[src/design/decode_pkg.sv]
package decode_pkg;

    typedef logic [3:0] gp_idx_t;
    typedef logic [1:0] sr_idx_t;
    typedef logic [3:0] cc_t;

    localparam int IMM12_W = 12;
    localparam int IMM14_W = 14;
    localparam int IMM16_W = 16;

    // Immediate field used by the op
    typedef enum logic [1:0] {
        IMM_NONE,
        IMM_I12,
        IMM_I14,
        IMM_I16
    } imm_sel_e;

    // Position of the condition code
    typedef enum logic [1:0] {
        CC_NONE,
        CC_HI,
        CC_MID,
        CC_LO
    } cc_sel_e;

endpackage

[src/design/isa_pkg.sv]
package isa_pkg;

    localparam int INSTR_W = 24;
    localparam int OPC_W   = 8;
    // Opcode occupies the top byte of the word
    localparam int OPC_LSB = INSTR_W - OPC_W;

    // Upper nibble is the op class
    typedef enum logic [OPC_W-1:0] {
        NOP     = 8'h00,
        // GP register ALU
        MOVur   = 8'h01,
        ADDur   = 8'h02,
        SUBur   = 8'h03,
        ANDur   = 8'h04,
        CMPur   = 8'h05,
        // GP unsigned immediate
        MOVui   = 8'h10,
        ADDui   = 8'h11,
        ANDui   = 8'h12,
        CMPui   = 8'h13,
        // GP signed register
        ADDsr   = 8'h20,
        SUBsr   = 8'h21,
        CMPsr   = 8'h22,
        // GP signed immediate
        MOVsi   = 8'h30,
        ADDsi   = 8'h31,
        // Branches and conditional move
        JCCur   = 8'h70,
        JCCui   = 8'h71,
        BCCso   = 8'h72,
        BALso   = 8'h73,
        MCCur   = 8'h74,
        // Special registers
        SRMOVur = 8'hF0,
        SRADDsi = 8'hF1,
        SRSUBsi = 8'hF2,
        SRSTso  = 8'hF3
    } opc_e;

    // Implicit SR source of every flag consumer
    localparam logic [1:0] SR_IDX_FL = 2'd2;

endpackage
[src/design/id_stage.sv]
`timescale 1ns/1ps

module id_stage #(
    parameter int ADDR_W = 16
) (
    input  logic                           iw_clk,
    input  logic                           iw_rst,
    input  logic [ADDR_W-1:0]              pc,
    input  logic [isa_pkg::INSTR_W-1:0]    instr,
    input  logic                           stall,
    input  logic                           flush,
    output logic [ADDR_W-1:0]              id_pc,
    output logic [isa_pkg::INSTR_W-1:0]    id_instr,
    output logic [isa_pkg::OPC_W-1:0]      opc,
    output logic                           sgn_en,
    output logic                           imm_en,
    output logic [decode_pkg::IMM12_W-1:0] imm12,
    output logic [decode_pkg::IMM14_W-1:0] imm14,
    output logic [decode_pkg::IMM16_W-1:0] imm16,
    output decode_pkg::cc_t                cc,
    output logic                           has_src_gp,
    output decode_pkg::gp_idx_t            src_gp,
    output decode_pkg::gp_idx_t            tgt_gp,
    output logic                           tgt_gp_we,
    output logic                           has_src_sr,
    output decode_pkg::sr_idx_t            src_sr,
    output decode_pkg::sr_idx_t            tgt_sr,
    output logic                           tgt_sr_we
);
    import isa_pkg::*;
    import decode_pkg::*;

    // Stage 1 to stage 2
    logic [ADDR_W-1:0]  s1_pc;
    logic [INSTR_W-1:0] s1_instr;
    logic [OPC_W-1:0]   s1_opc;
    logic               s1_sgn_en;
    logic               s1_imm_en;
    logic               s1_tgt_gp_we;
    logic               s1_has_tgt_gp;
    logic               s1_has_src_gp;
    logic               s1_uses_flags;
    logic               s1_has_src_sr;
    logic               s1_tgt_sr_we;
    logic               s1_has_tgt_sr;
    imm_sel_e           s1_imm_sel;
    cc_sel_e            s1_cc_sel;

    id_classify #(
        .ADDR_W (ADDR_W)
    ) u_classify (
        .*
    );

    // Stage 2 registers are the decode outputs
    id_extract #(
        .ADDR_W (ADDR_W)
    ) u_extract (
        .pc    (id_pc),
        .instr (id_instr),
        .*
    );

endmodule

[src/design/id_extract.sv]
`timescale 1ns/1ps

module id_extract #(
    parameter int ADDR_W = 16
) (
    input  logic                           iw_clk,
    input  logic                           iw_rst,
    input  logic                           stall,
    input  logic                           flush,
    input  logic [ADDR_W-1:0]              s1_pc,
    input  logic [isa_pkg::INSTR_W-1:0]    s1_instr,
    input  logic [isa_pkg::OPC_W-1:0]      s1_opc,
    input  logic                           s1_sgn_en,
    input  logic                           s1_imm_en,
    input  logic                           s1_tgt_gp_we,
    input  logic                           s1_has_tgt_gp,
    input  logic                           s1_has_src_gp,
    input  logic                           s1_uses_flags,
    input  logic                           s1_has_src_sr,
    input  logic                           s1_tgt_sr_we,
    input  logic                           s1_has_tgt_sr,
    input  decode_pkg::imm_sel_e           s1_imm_sel,
    input  decode_pkg::cc_sel_e            s1_cc_sel,
    output logic [ADDR_W-1:0]              pc,
    output logic [isa_pkg::INSTR_W-1:0]    instr,
    output logic [isa_pkg::OPC_W-1:0]      opc,
    output logic                           sgn_en,
    output logic                           imm_en,
    output logic [decode_pkg::IMM12_W-1:0] imm12,
    output logic [decode_pkg::IMM14_W-1:0] imm14,
    output logic [decode_pkg::IMM16_W-1:0] imm16,
    output decode_pkg::cc_t                cc,
    output logic                           has_src_gp,
    output decode_pkg::gp_idx_t            src_gp,
    output decode_pkg::gp_idx_t            tgt_gp,
    output logic                           tgt_gp_we,
    output logic                           has_src_sr,
    output decode_pkg::sr_idx_t            src_sr,
    output decode_pkg::sr_idx_t            tgt_sr,
    output logic                           tgt_sr_we
);
    import isa_pkg::*;
    import decode_pkg::*;

    logic [IMM12_W-1:0] imm12_d;
    logic [IMM14_W-1:0] imm14_d;
    logic [IMM16_W-1:0] imm16_d;
    cc_t                cc_d;
    gp_idx_t            src_gp_d;
    gp_idx_t            tgt_gp_d;
    sr_idx_t            src_sr_d;
    sr_idx_t            tgt_sr_d;

    // Only the selected immediate is nonzero
    always_comb begin
        imm12_d = '0;
        imm14_d = '0;
        imm16_d = '0;
        case (s1_imm_sel)
            IMM_I12: imm12_d = s1_instr[IMM12_W-1:0];
            IMM_I14: imm14_d = s1_instr[IMM14_W-1:0];
            IMM_I16: imm16_d = s1_instr[IMM16_W-1:0];
            default: begin
            end
        endcase
    end

    always_comb begin
        case (s1_cc_sel)
            CC_HI:   cc_d = s1_instr[15:12];
            CC_MID:  cc_d = s1_instr[13:10];
            CC_LO:   cc_d = s1_instr[7:4];
            default: cc_d = '0;
        endcase
    end

    assign tgt_gp_d = s1_has_tgt_gp ? s1_instr[15:12] : '0;
    assign src_gp_d = s1_has_src_gp ? s1_instr[11:8] : '0;
    assign tgt_sr_d = s1_has_tgt_sr ? s1_instr[15:14] : '0;
    // Flag consumers override the encoded SR source
    assign src_sr_d = s1_uses_flags ? SR_IDX_FL :
                      s1_has_src_sr ? s1_instr[13:12] : '0;

    always_ff @(posedge iw_clk or posedge iw_rst) begin
        if (iw_rst) begin
            {pc, instr, opc, sgn_en, imm_en} <= '0;
            {imm12, imm14, imm16, cc} <= '0;
            {has_src_gp, src_gp, tgt_gp, tgt_gp_we} <= '0;
            {has_src_sr, src_sr, tgt_sr, tgt_sr_we} <= '0;
        end else if (flush) begin
            {pc, instr, opc, sgn_en, imm_en} <= '0;
            {imm12, imm14, imm16, cc} <= '0;
            {has_src_gp, src_gp, tgt_gp, tgt_gp_we} <= '0;
            {has_src_sr, src_sr, tgt_sr, tgt_sr_we} <= '0;
        end else if (!stall) begin
            pc         <= s1_pc;
            instr      <= s1_instr;
            opc        <= s1_opc;
            sgn_en     <= s1_sgn_en;
            imm_en     <= s1_imm_en;
            imm12      <= imm12_d;
            imm14      <= imm14_d;
            imm16      <= imm16_d;
            cc         <= cc_d;
            has_src_gp <= s1_has_src_gp;
            src_gp     <= src_gp_d;
            tgt_gp     <= tgt_gp_d;
            tgt_gp_we  <= s1_tgt_gp_we;
            has_src_sr <= s1_has_src_sr;
            src_sr     <= src_sr_d;
            tgt_sr     <= tgt_sr_d;
            tgt_sr_we  <= s1_tgt_sr_we;
        end
    end

endmodule

[src/design/id_classify.sv]
`timescale 1ns/1ps

module id_classify #(
    parameter int ADDR_W = 16
) (
    input  logic                        iw_clk,
    input  logic                        iw_rst,
    input  logic                        stall,
    input  logic                        flush,
    input  logic [ADDR_W-1:0]           pc,
    input  logic [isa_pkg::INSTR_W-1:0] instr,
    output logic [ADDR_W-1:0]           s1_pc,
    output logic [isa_pkg::INSTR_W-1:0] s1_instr,
    output logic [isa_pkg::OPC_W-1:0]   s1_opc,
    output logic                        s1_sgn_en,
    output logic                        s1_imm_en,
    output logic                        s1_tgt_gp_we,
    output logic                        s1_has_tgt_gp,
    output logic                        s1_has_src_gp,
    output logic                        s1_uses_flags,
    output logic                        s1_has_src_sr,
    output logic                        s1_tgt_sr_we,
    output logic                        s1_has_tgt_sr,
    output decode_pkg::imm_sel_e        s1_imm_sel,
    output decode_pkg::cc_sel_e         s1_cc_sel
);
    import isa_pkg::*;
    import decode_pkg::*;

    opc_e     opc;
    logic     sgn_en;
    logic     imm_en;
    logic     tgt_gp_we;
    logic     is_cmp;
    logic     has_src_gp;
    logic     uses_flags;
    logic     sr_src_op;
    logic     tgt_sr_we;
    logic     has_tgt_gp;
    logic     has_src_sr;
    logic     has_tgt_sr;
    imm_sel_e imm_sel;
    cc_sel_e  cc_sel;

    assign opc = opc_e'(instr[INSTR_W-1:OPC_LSB]);

    always_comb begin
        sgn_en     = 1'b0;
        imm_en     = 1'b0;
        tgt_gp_we  = 1'b0;
        is_cmp     = 1'b0;
        has_src_gp = 1'b0;
        uses_flags = 1'b0;
        sr_src_op  = 1'b0;
        tgt_sr_we  = 1'b0;
        case (opc)
            MOVur, ADDur, SUBur, ANDur: begin
                tgt_gp_we  = 1'b1;
                has_src_gp = 1'b1;
            end
            CMPur: begin
                is_cmp     = 1'b1;
                has_src_gp = 1'b1;
            end
            MOVui, ADDui, ANDui: begin
                imm_en    = 1'b1;
                tgt_gp_we = 1'b1;
            end
            CMPui: begin
                imm_en = 1'b1;
                is_cmp = 1'b1;
            end
            ADDsr, SUBsr: begin
                sgn_en     = 1'b1;
                tgt_gp_we  = 1'b1;
                has_src_gp = 1'b1;
            end
            CMPsr: begin
                sgn_en     = 1'b1;
                is_cmp     = 1'b1;
                has_src_gp = 1'b1;
            end
            MOVsi, ADDsi: begin
                sgn_en    = 1'b1;
                imm_en    = 1'b1;
                tgt_gp_we = 1'b1;
            end
            JCCur: begin
                uses_flags = 1'b1;
            end
            JCCui: begin
                imm_en     = 1'b1;
                uses_flags = 1'b1;
            end
            BCCso, BALso: begin
                sgn_en     = 1'b1;
                imm_en     = 1'b1;
                uses_flags = 1'b1;
            end
            MCCur: begin
                tgt_gp_we  = 1'b1;
                has_src_gp = 1'b1;
                uses_flags = 1'b1;
            end
            SRMOVur: begin
                sr_src_op = 1'b1;
                tgt_sr_we = 1'b1;
            end
            SRADDsi, SRSUBsi: begin
                sgn_en    = 1'b1;
                imm_en    = 1'b1;
                tgt_sr_we = 1'b1;
            end
            SRSTso: begin
                sgn_en    = 1'b1;
                imm_en    = 1'b1;
                sr_src_op = 1'b1;
            end
            default: begin
                // NOP and unlisted opcodes keep the zero decode
            end
        endcase
    end

    assign has_tgt_gp = tgt_gp_we | is_cmp;
    assign has_tgt_sr = tgt_sr_we | (opc == SRSTso);
    // Flag consumers read SR implicitly
    assign has_src_sr = sr_src_op | uses_flags;

    always_comb begin
        imm_sel = IMM_NONE;
        cc_sel  = CC_NONE;
        case (opc)
            MOVui, ADDui, ANDui, CMPui, MOVsi, ADDsi, SRSTso: imm_sel = IMM_I12;
            SRADDsi, SRSUBsi: imm_sel = IMM_I14;
            BALso:            imm_sel = IMM_I16;
            JCCur:            cc_sel  = CC_MID;
            JCCui, BCCso: begin
                imm_sel = IMM_I12;
                cc_sel  = CC_HI;
            end
            MCCur:            cc_sel  = CC_LO;
            default: begin
            end
        endcase
    end

    always_ff @(posedge iw_clk or posedge iw_rst) begin
        if (iw_rst) begin
            {s1_pc, s1_instr, s1_opc} <= '0;
            {s1_sgn_en, s1_imm_en, s1_tgt_gp_we, s1_has_tgt_gp, s1_has_src_gp} <= '0;
            {s1_uses_flags, s1_has_src_sr, s1_tgt_sr_we, s1_has_tgt_sr} <= '0;
            s1_imm_sel <= IMM_NONE;
            s1_cc_sel  <= CC_NONE;
        end else if (flush) begin
            {s1_pc, s1_instr, s1_opc} <= '0;
            {s1_sgn_en, s1_imm_en, s1_tgt_gp_we, s1_has_tgt_gp, s1_has_src_gp} <= '0;
            {s1_uses_flags, s1_has_src_sr, s1_tgt_sr_we, s1_has_tgt_sr} <= '0;
            s1_imm_sel <= IMM_NONE;
            s1_cc_sel  <= CC_NONE;
        end else if (!stall) begin
            s1_pc         <= pc;
            s1_instr      <= instr;
            s1_opc        <= instr[INSTR_W-1:OPC_LSB];
            s1_sgn_en     <= sgn_en;
            s1_imm_en     <= imm_en;
            s1_tgt_gp_we  <= tgt_gp_we;
            s1_has_tgt_gp <= has_tgt_gp;
            s1_has_src_gp <= has_src_gp;
            s1_uses_flags <= uses_flags;
            s1_has_src_sr <= has_src_sr;
            s1_tgt_sr_we  <= tgt_sr_we;
            s1_has_tgt_sr <= has_tgt_sr;
            s1_imm_sel    <= imm_sel;
            s1_cc_sel     <= cc_sel;
        end
    end

endmodule

[config.mk]
export PLATFORM = sky130hd
export DESIGN_NAME = id_stage
export DESIGN_NICKNAME = d
export VERILOG_FILES = /design/src/design/decode_pkg.sv /design/src/design/isa_pkg.sv /design/src/design/id_stage.sv /design/src/design/id_extract.sv /design/src/design/id_classify.sv
export SDC_FILE = /design/constraint.sdc
export NUM_CORES = 1
export LEC_CHECK = 0
export BUFFER_PORTS_ARGS = -buffer_cell sky130_fd_sc_hd__clkbuf_2
export CAP_MARGIN = 5
export CELL_PAD_IN_SITES_DETAIL_PLACEMENT = 1
export CELL_PAD_IN_SITES_GLOBAL_PLACEMENT = 2
export CORE_MARGIN = 4
export CORE_UTILIZATION = 34
export DETAILED_ROUTE_END_ITERATION = 10
export PLACE_DENSITY = 0.82
export SYNTH_ARGS = -nofsm -noshare
export SYNTH_HDL_FRONTEND = slang
export SYNTH_SLANG_ARGS = --single-unit
[constraint.sdc]
create_clock -name iw_clk -period 7.2 [get_ports iw_clk]
set_input_delay 1.08 -clock iw_clk [delete_from_list [all_inputs] [get_ports iw_clk]]
set_output_delay 1.08 -clock iw_clk [all_outputs]
set_load 0.005 [all_outputs]
# Word-level counts from Yosys, hierarchy flattened
# Cells that the tools add are included.
# word_totals
ff_bits	173
output_inout_bits	112
# classes
n_eq_ne	30
mux	81
bitwise_logic	3
reduce_logical	11
# op_table
op	n
2-to-1 mux 16 bit	7
2-to-1 mux 24 bit	4
2-to-1 mux 14 bit	3
equality test 8 x 6 -> 1 bit (second input constant)	5
equality test 8 x 7 -> 1 bit (second input constant)	5
2-to-1 mux 1 bit	38
2-to-1 mux 12 bit	3
equality test 8 x 5 -> 1 bit (second input constant)	4
equality test 8 bit (second input constant)	4
2-to-1 mux 4 bit	8
2-to-1 mux 8 bit	4
OR reduction 12 bit	2
2-to-1 mux 2 bit	11
OR reduction 9 bit	2
equality test 8 x 2 -> 1 bit (second input constant)	2
equality test 8 x 3 -> 1 bit (second input constant)	2
one-hot mux 2 bit (3 select lines)	2
one-hot mux 4 bit (3 select lines)	1
OR reduction 10 bit	1
equality test 2 bit (second input constant)	4
equality test 8 x 1 -> 1 bit (second input constant)	1
OR reduction 2 bit	3
OR reduction 3 bit	2
OR reduction 5 bit	1
3 further kinds	6

# Logic depth before layout (Yosys ltp)
# logic_depth
ltp_word	6
ltp_mapped	6
mapped_depth_nobuf	4

# By module
# A second synthesis with hierarchy kept.
# hier_totals
hier_cells	590
area_unflattened_um2	6996.7
# by_module_without_submodules
mod	n_inst	cells_per_inst	area_each_um2
id_extract	1	357	4499.3
id_classify	1	233	2497.4

# Worst setup path after synthesis
# Ideal clock, no wire load.
# synth_path
path_kind	in2reg
startpoint	in instr[20] (netlist name)
endpoint	reg u_classify.s1_tgt_sr_we
setup_ps	78
arrival_time_ps	2040
t_required_ps	7122
path_slack_ps	5082
stages	6
path_cell_list	buf_2 > and3_1 > buf_6 > nand3_4 > or3b_1 > a21oi_1
# synth_via
elab_chain_len	5
# synth_lines
element	line	source
start: declaration	id_stage.sv:9	input logic [isa_pkg::INSTR_W-1:0] instr,
equality test 8 bit	id_classify.sv:56	case (opc)
OR reduction 3 bit (no source line) (*)	-	
2-to-1 mux 1 bit (*)	id_classify.sv:56	
2-to-1 mux 1 bit (*)	id_classify.sv:161	end else if (!stall) begin
2-to-1 mux 1 bit (*)	id_classify.sv:155	end else if (flush) begin
end signal: assignment	id_classify.sv:172	s1_tgt_sr_we <= tgt_sr_we;
end: declaration	id_classify.sv:22	output logic s1_tgt_sr_we,
# Every way passes the cells marked *; elsewhere a longest branch is shown, timed or not. The select of a mux whose other input is x is not followed.
# A chain may end at the register's enable or synchronous reset.

# Worst setup path after layout
# layout_path
startpoint	in stall
endpoint	reg u_extract.imm14[11] (netlist name)
# layout_via
elab_chain_len	1
# layout_lines
element	line	source
start: declaration	id_stage.sv:10	input logic stall,
inequality test 2 x 1 -> 1 bit (no source line)	-	
end signal: assignment	id_extract.sv:102	imm14 <= imm14_d;
end: declaration	id_extract.sv:30	output logic [decode_pkg::IMM14_W-1:0] imm14,
# Every way passes these cells.

==> metrics.yaml <==
global_routing:
  antenna_found_initial: 0
  grt_pass1_wl_mm: 29.7
  grt_max_degree: 134
  grt_overflow: 0
  grt_pass1_vias: 5472
  grt_usage_pct: 17.0
timing:
  rsz0062_at_grt: "false"
  fin_hold_ws_ps: 513
  setup_violations: 0
  fin_crit_sh_pct: 40.9
  finalClockSkew_ps: 8.27
  hold_viol: 0
  maxSlewHeadroom_pct: 30.2
  slew_viol_final: 0
  worst_slew_pin_slew_ps: 1040
  min_period_ps: 2940
  max_freq_mhz: 340
  finalSetupTns_ps: 0
outcome:
  run_status: "completed"
cts:
  cts_root_buffer: "clkbuf_16"
  cts_made_buffers: 17
  cts.clk_slew.worst_paths_ps: 60
  htree_levels: 4
  cts_tree: "built"
  cts_resized: 0
  clkSinkCount: 157
  cts_buffer_depth: 2
  clk_latency_ps: 430
  postCtsSetupBuffers: 0
  ctsHoldBuffers: 0
synth:
  netlist_instances: 633
  avgSynthCellArea_sq_um: 10.6
  ys.flop_type: "dfrtp_1"
  netlist_area_sq_mm: 0.00673
  ys_async_sr_fraction_pct: 100
  yosys_warnings: 0
  seq_area_frac_synth_pct: 58.4
  syn-num-nets: 677
  synth_edf_count: 0
  ys_ff_latch: 157
  synthDistinctLibCells: 44
die:
  die_w_microns: 149
  initial_core_util_pct: 34.6
  die_area_sq_mm: 0.0221
  core_area_sq_mm: 0.0195
  die_h_microns: 149
  rows: 51
  ioPinCount: 156
placed_design:
  dp_hpwl_mm: 12.6
  port_buffers: 155
  placedCellCount: 998
  gp_congestion: 0.820
cells_and_area:
  stdcell_count: 1030
  layout.nets: 796
  fill_cells: 2188
  syn2layout_area_growth_pct: 21.3
  layout-drive-gt1-share_pct: 26.1
  multi_input_area_sq_mm: 0.00248
  diodes: 0
  regArea_sq_mm: 0.00393
critical_path:
  critPathMaxFanout: 133
  crit_path_end: "u_extract.imm14[11]"
  startpoint: "stall"
  r2r_start: "u_classify.s1_imm_sel[0]"
  rr_worst_depth: 4
  worstPathArrival_ps: 3210
  crit_path_start_kind: "primary input"
  end_kind: "flop"
  r2r_end: "u_extract.imm12[11]"
  critPathKind: "primary input to flop"
  reg2reg_setup_slack_ps: 5550
  required_ps: 7470
routing:
  first_pass_iters: 4
  via_per_inst: 5.01
  vias: 5156
  routedWlPerCell_microns: 17.8
  drt-total-wl_mm: 18.3
  drc: 0
  drt_iter0_drc: 333
  antenna_left: 0
pwr:
  power.density_mw_per_mm2: 239
  vdd_drop_max_uv: 165
  leakage_nw: 4.11
worst_hold_path:
  min_from: "u_extract.src_sr[0]"
  hold_class: "flop to flop"
job:
  max_cap_violations: 0
==> layout by cell type, fill, tap and decap left out, types with 3 or more instances in the layout <==
| cell type | Yosys | layout |
|---|---|---|
| dfrtp_1 | 157 | 157 |
| a221oi_1 | 6 | 6 |
| mux2i_1 | 71 | 71 |
| inv_6 | 0 | 5 |
| a21oi_1 | 35 | 35 |
| nor2_1 | 154 | 154 |
| nor2b_1 | 26 | 26 |
| mux2_2 | 4 | 4 |
| clkbuf_2 | 0 | 153 |
| nor4_1 | 3 | 3 |
| clkinvlp_4 | 0 | 4 |
| a22oi_1 | 42 | 42 |
| o21ai_0 | 6 | 6 |
| nand3_1 | 3 | 3 |
| nand2_1 | 21 | 21 |
| nor3_1 | 6 | 6 |
| clkinv_2 | 0 | 3 |
| inv_1 | 7 | 6 |
| clkbuf_16 | 0 | 17 |
| buf_4 | 9 | 5 |
| a31oi_1 | 3 | 3 |
==> power breakdown <==
| group | total (mW) | switching [mW] | internal [mW] | leakage, nW |
|---|---|---|---|---|
| clock | 0.876 | 0.384 | 0.492 | 0.273 |
| combinational | 0.149 | 0.0965 | 0.0528 | 1.69 |
| sequential | 0.927 | 0.0198 | 0.907 | 2.15 |
==> worst min path at each step <==
stage               cells after the start                      to
floorplan                               2  u_classify.s1_instr[0]
global placement                        2     u_extract.src_sr[0]
detailed placement                      2  u_classify.s1_instr[0]
CTS                                     2     u_extract.tgt_sr_we
global route                            2     u_extract.tgt_sr[0]
finish                                  2     u_extract.src_sr[0]
==> metrics by stage <==
stage	util, %	area [sq um]	setup slack, ps	total power, mW
global route	42.0	8170	4040	2.04
CTS	42.0	8170	4210	1.98
floorplan	-	6730	1890	1.04
detailed placement	39.0	7590	3760	1.10
finish	42.0	8170	4260	1.95
global placement	39.0	7590	3920	1.09
==> final cells by class <==
cell class,count,share of cell area (%)
timing repair buffer,159,10.0
sequential,157,48.1
clock buffer,18,5.38
multi-input combinational,410,30.4
inverter,7,0.383
tap,265,4.06
clock inverter,14,1.62
==> Yosys cell counts (all sizes together), types with 4 or more instances <==
cell	instances	area [sq um]
dfrtp	157	3930
nor2	155	589
mux2i	71	711
a22oi	42	315
a21oi	35	175
buf	32	188
clkbuf	27	101
nor2b	26	163
nand2	21	78.8
a221oi	7	67.6
inv	7	26.3
nor3	6	30.0
o21ai	6	30.0
mux2	4	45.0
nand3	4	32.5
==> cells by family after synthesis <==
group	count (synthesis)	share of synthesized area [%]
and+or+nand+nor	230	15.2
DFF	157	58.4
AOI/OAI and AO/OA	103	10.3
muxes	75	11.2
buffers and inverters	66	4.69
xor gates and xnor gates	2	0.260
==> routing by layer <==
metal,global-route usage [%],wire (microns),vias to the layer above
met5,0,0,-
met4,6.33,317,0
met3,4.45,1030,22
met2,27.9,8970,129
met1,21.7,8020,2609
li1,-,-,2396
==> sequential cells by signal, indices dropped and copies added (netlist names), 7 cells and up <==
register             flops
u_classify.s1_pc        16
u_extract.opc            7
u_extract.imm16         16
u_extract.instr         17
u_extract.pc            16
u_extract.imm12         12
u_classify.s1_opc        7
u_classify.s1_instr     17
u_extract.imm14         14
==> worst max-delay path: stages <==
cell and delay [ps]:
clkbuf_8 690, buf_4 840, nor2b_1 220, a22oi_1 260, nor2_1 60
No activity file was read; power rests on OpenSTA's default activity.
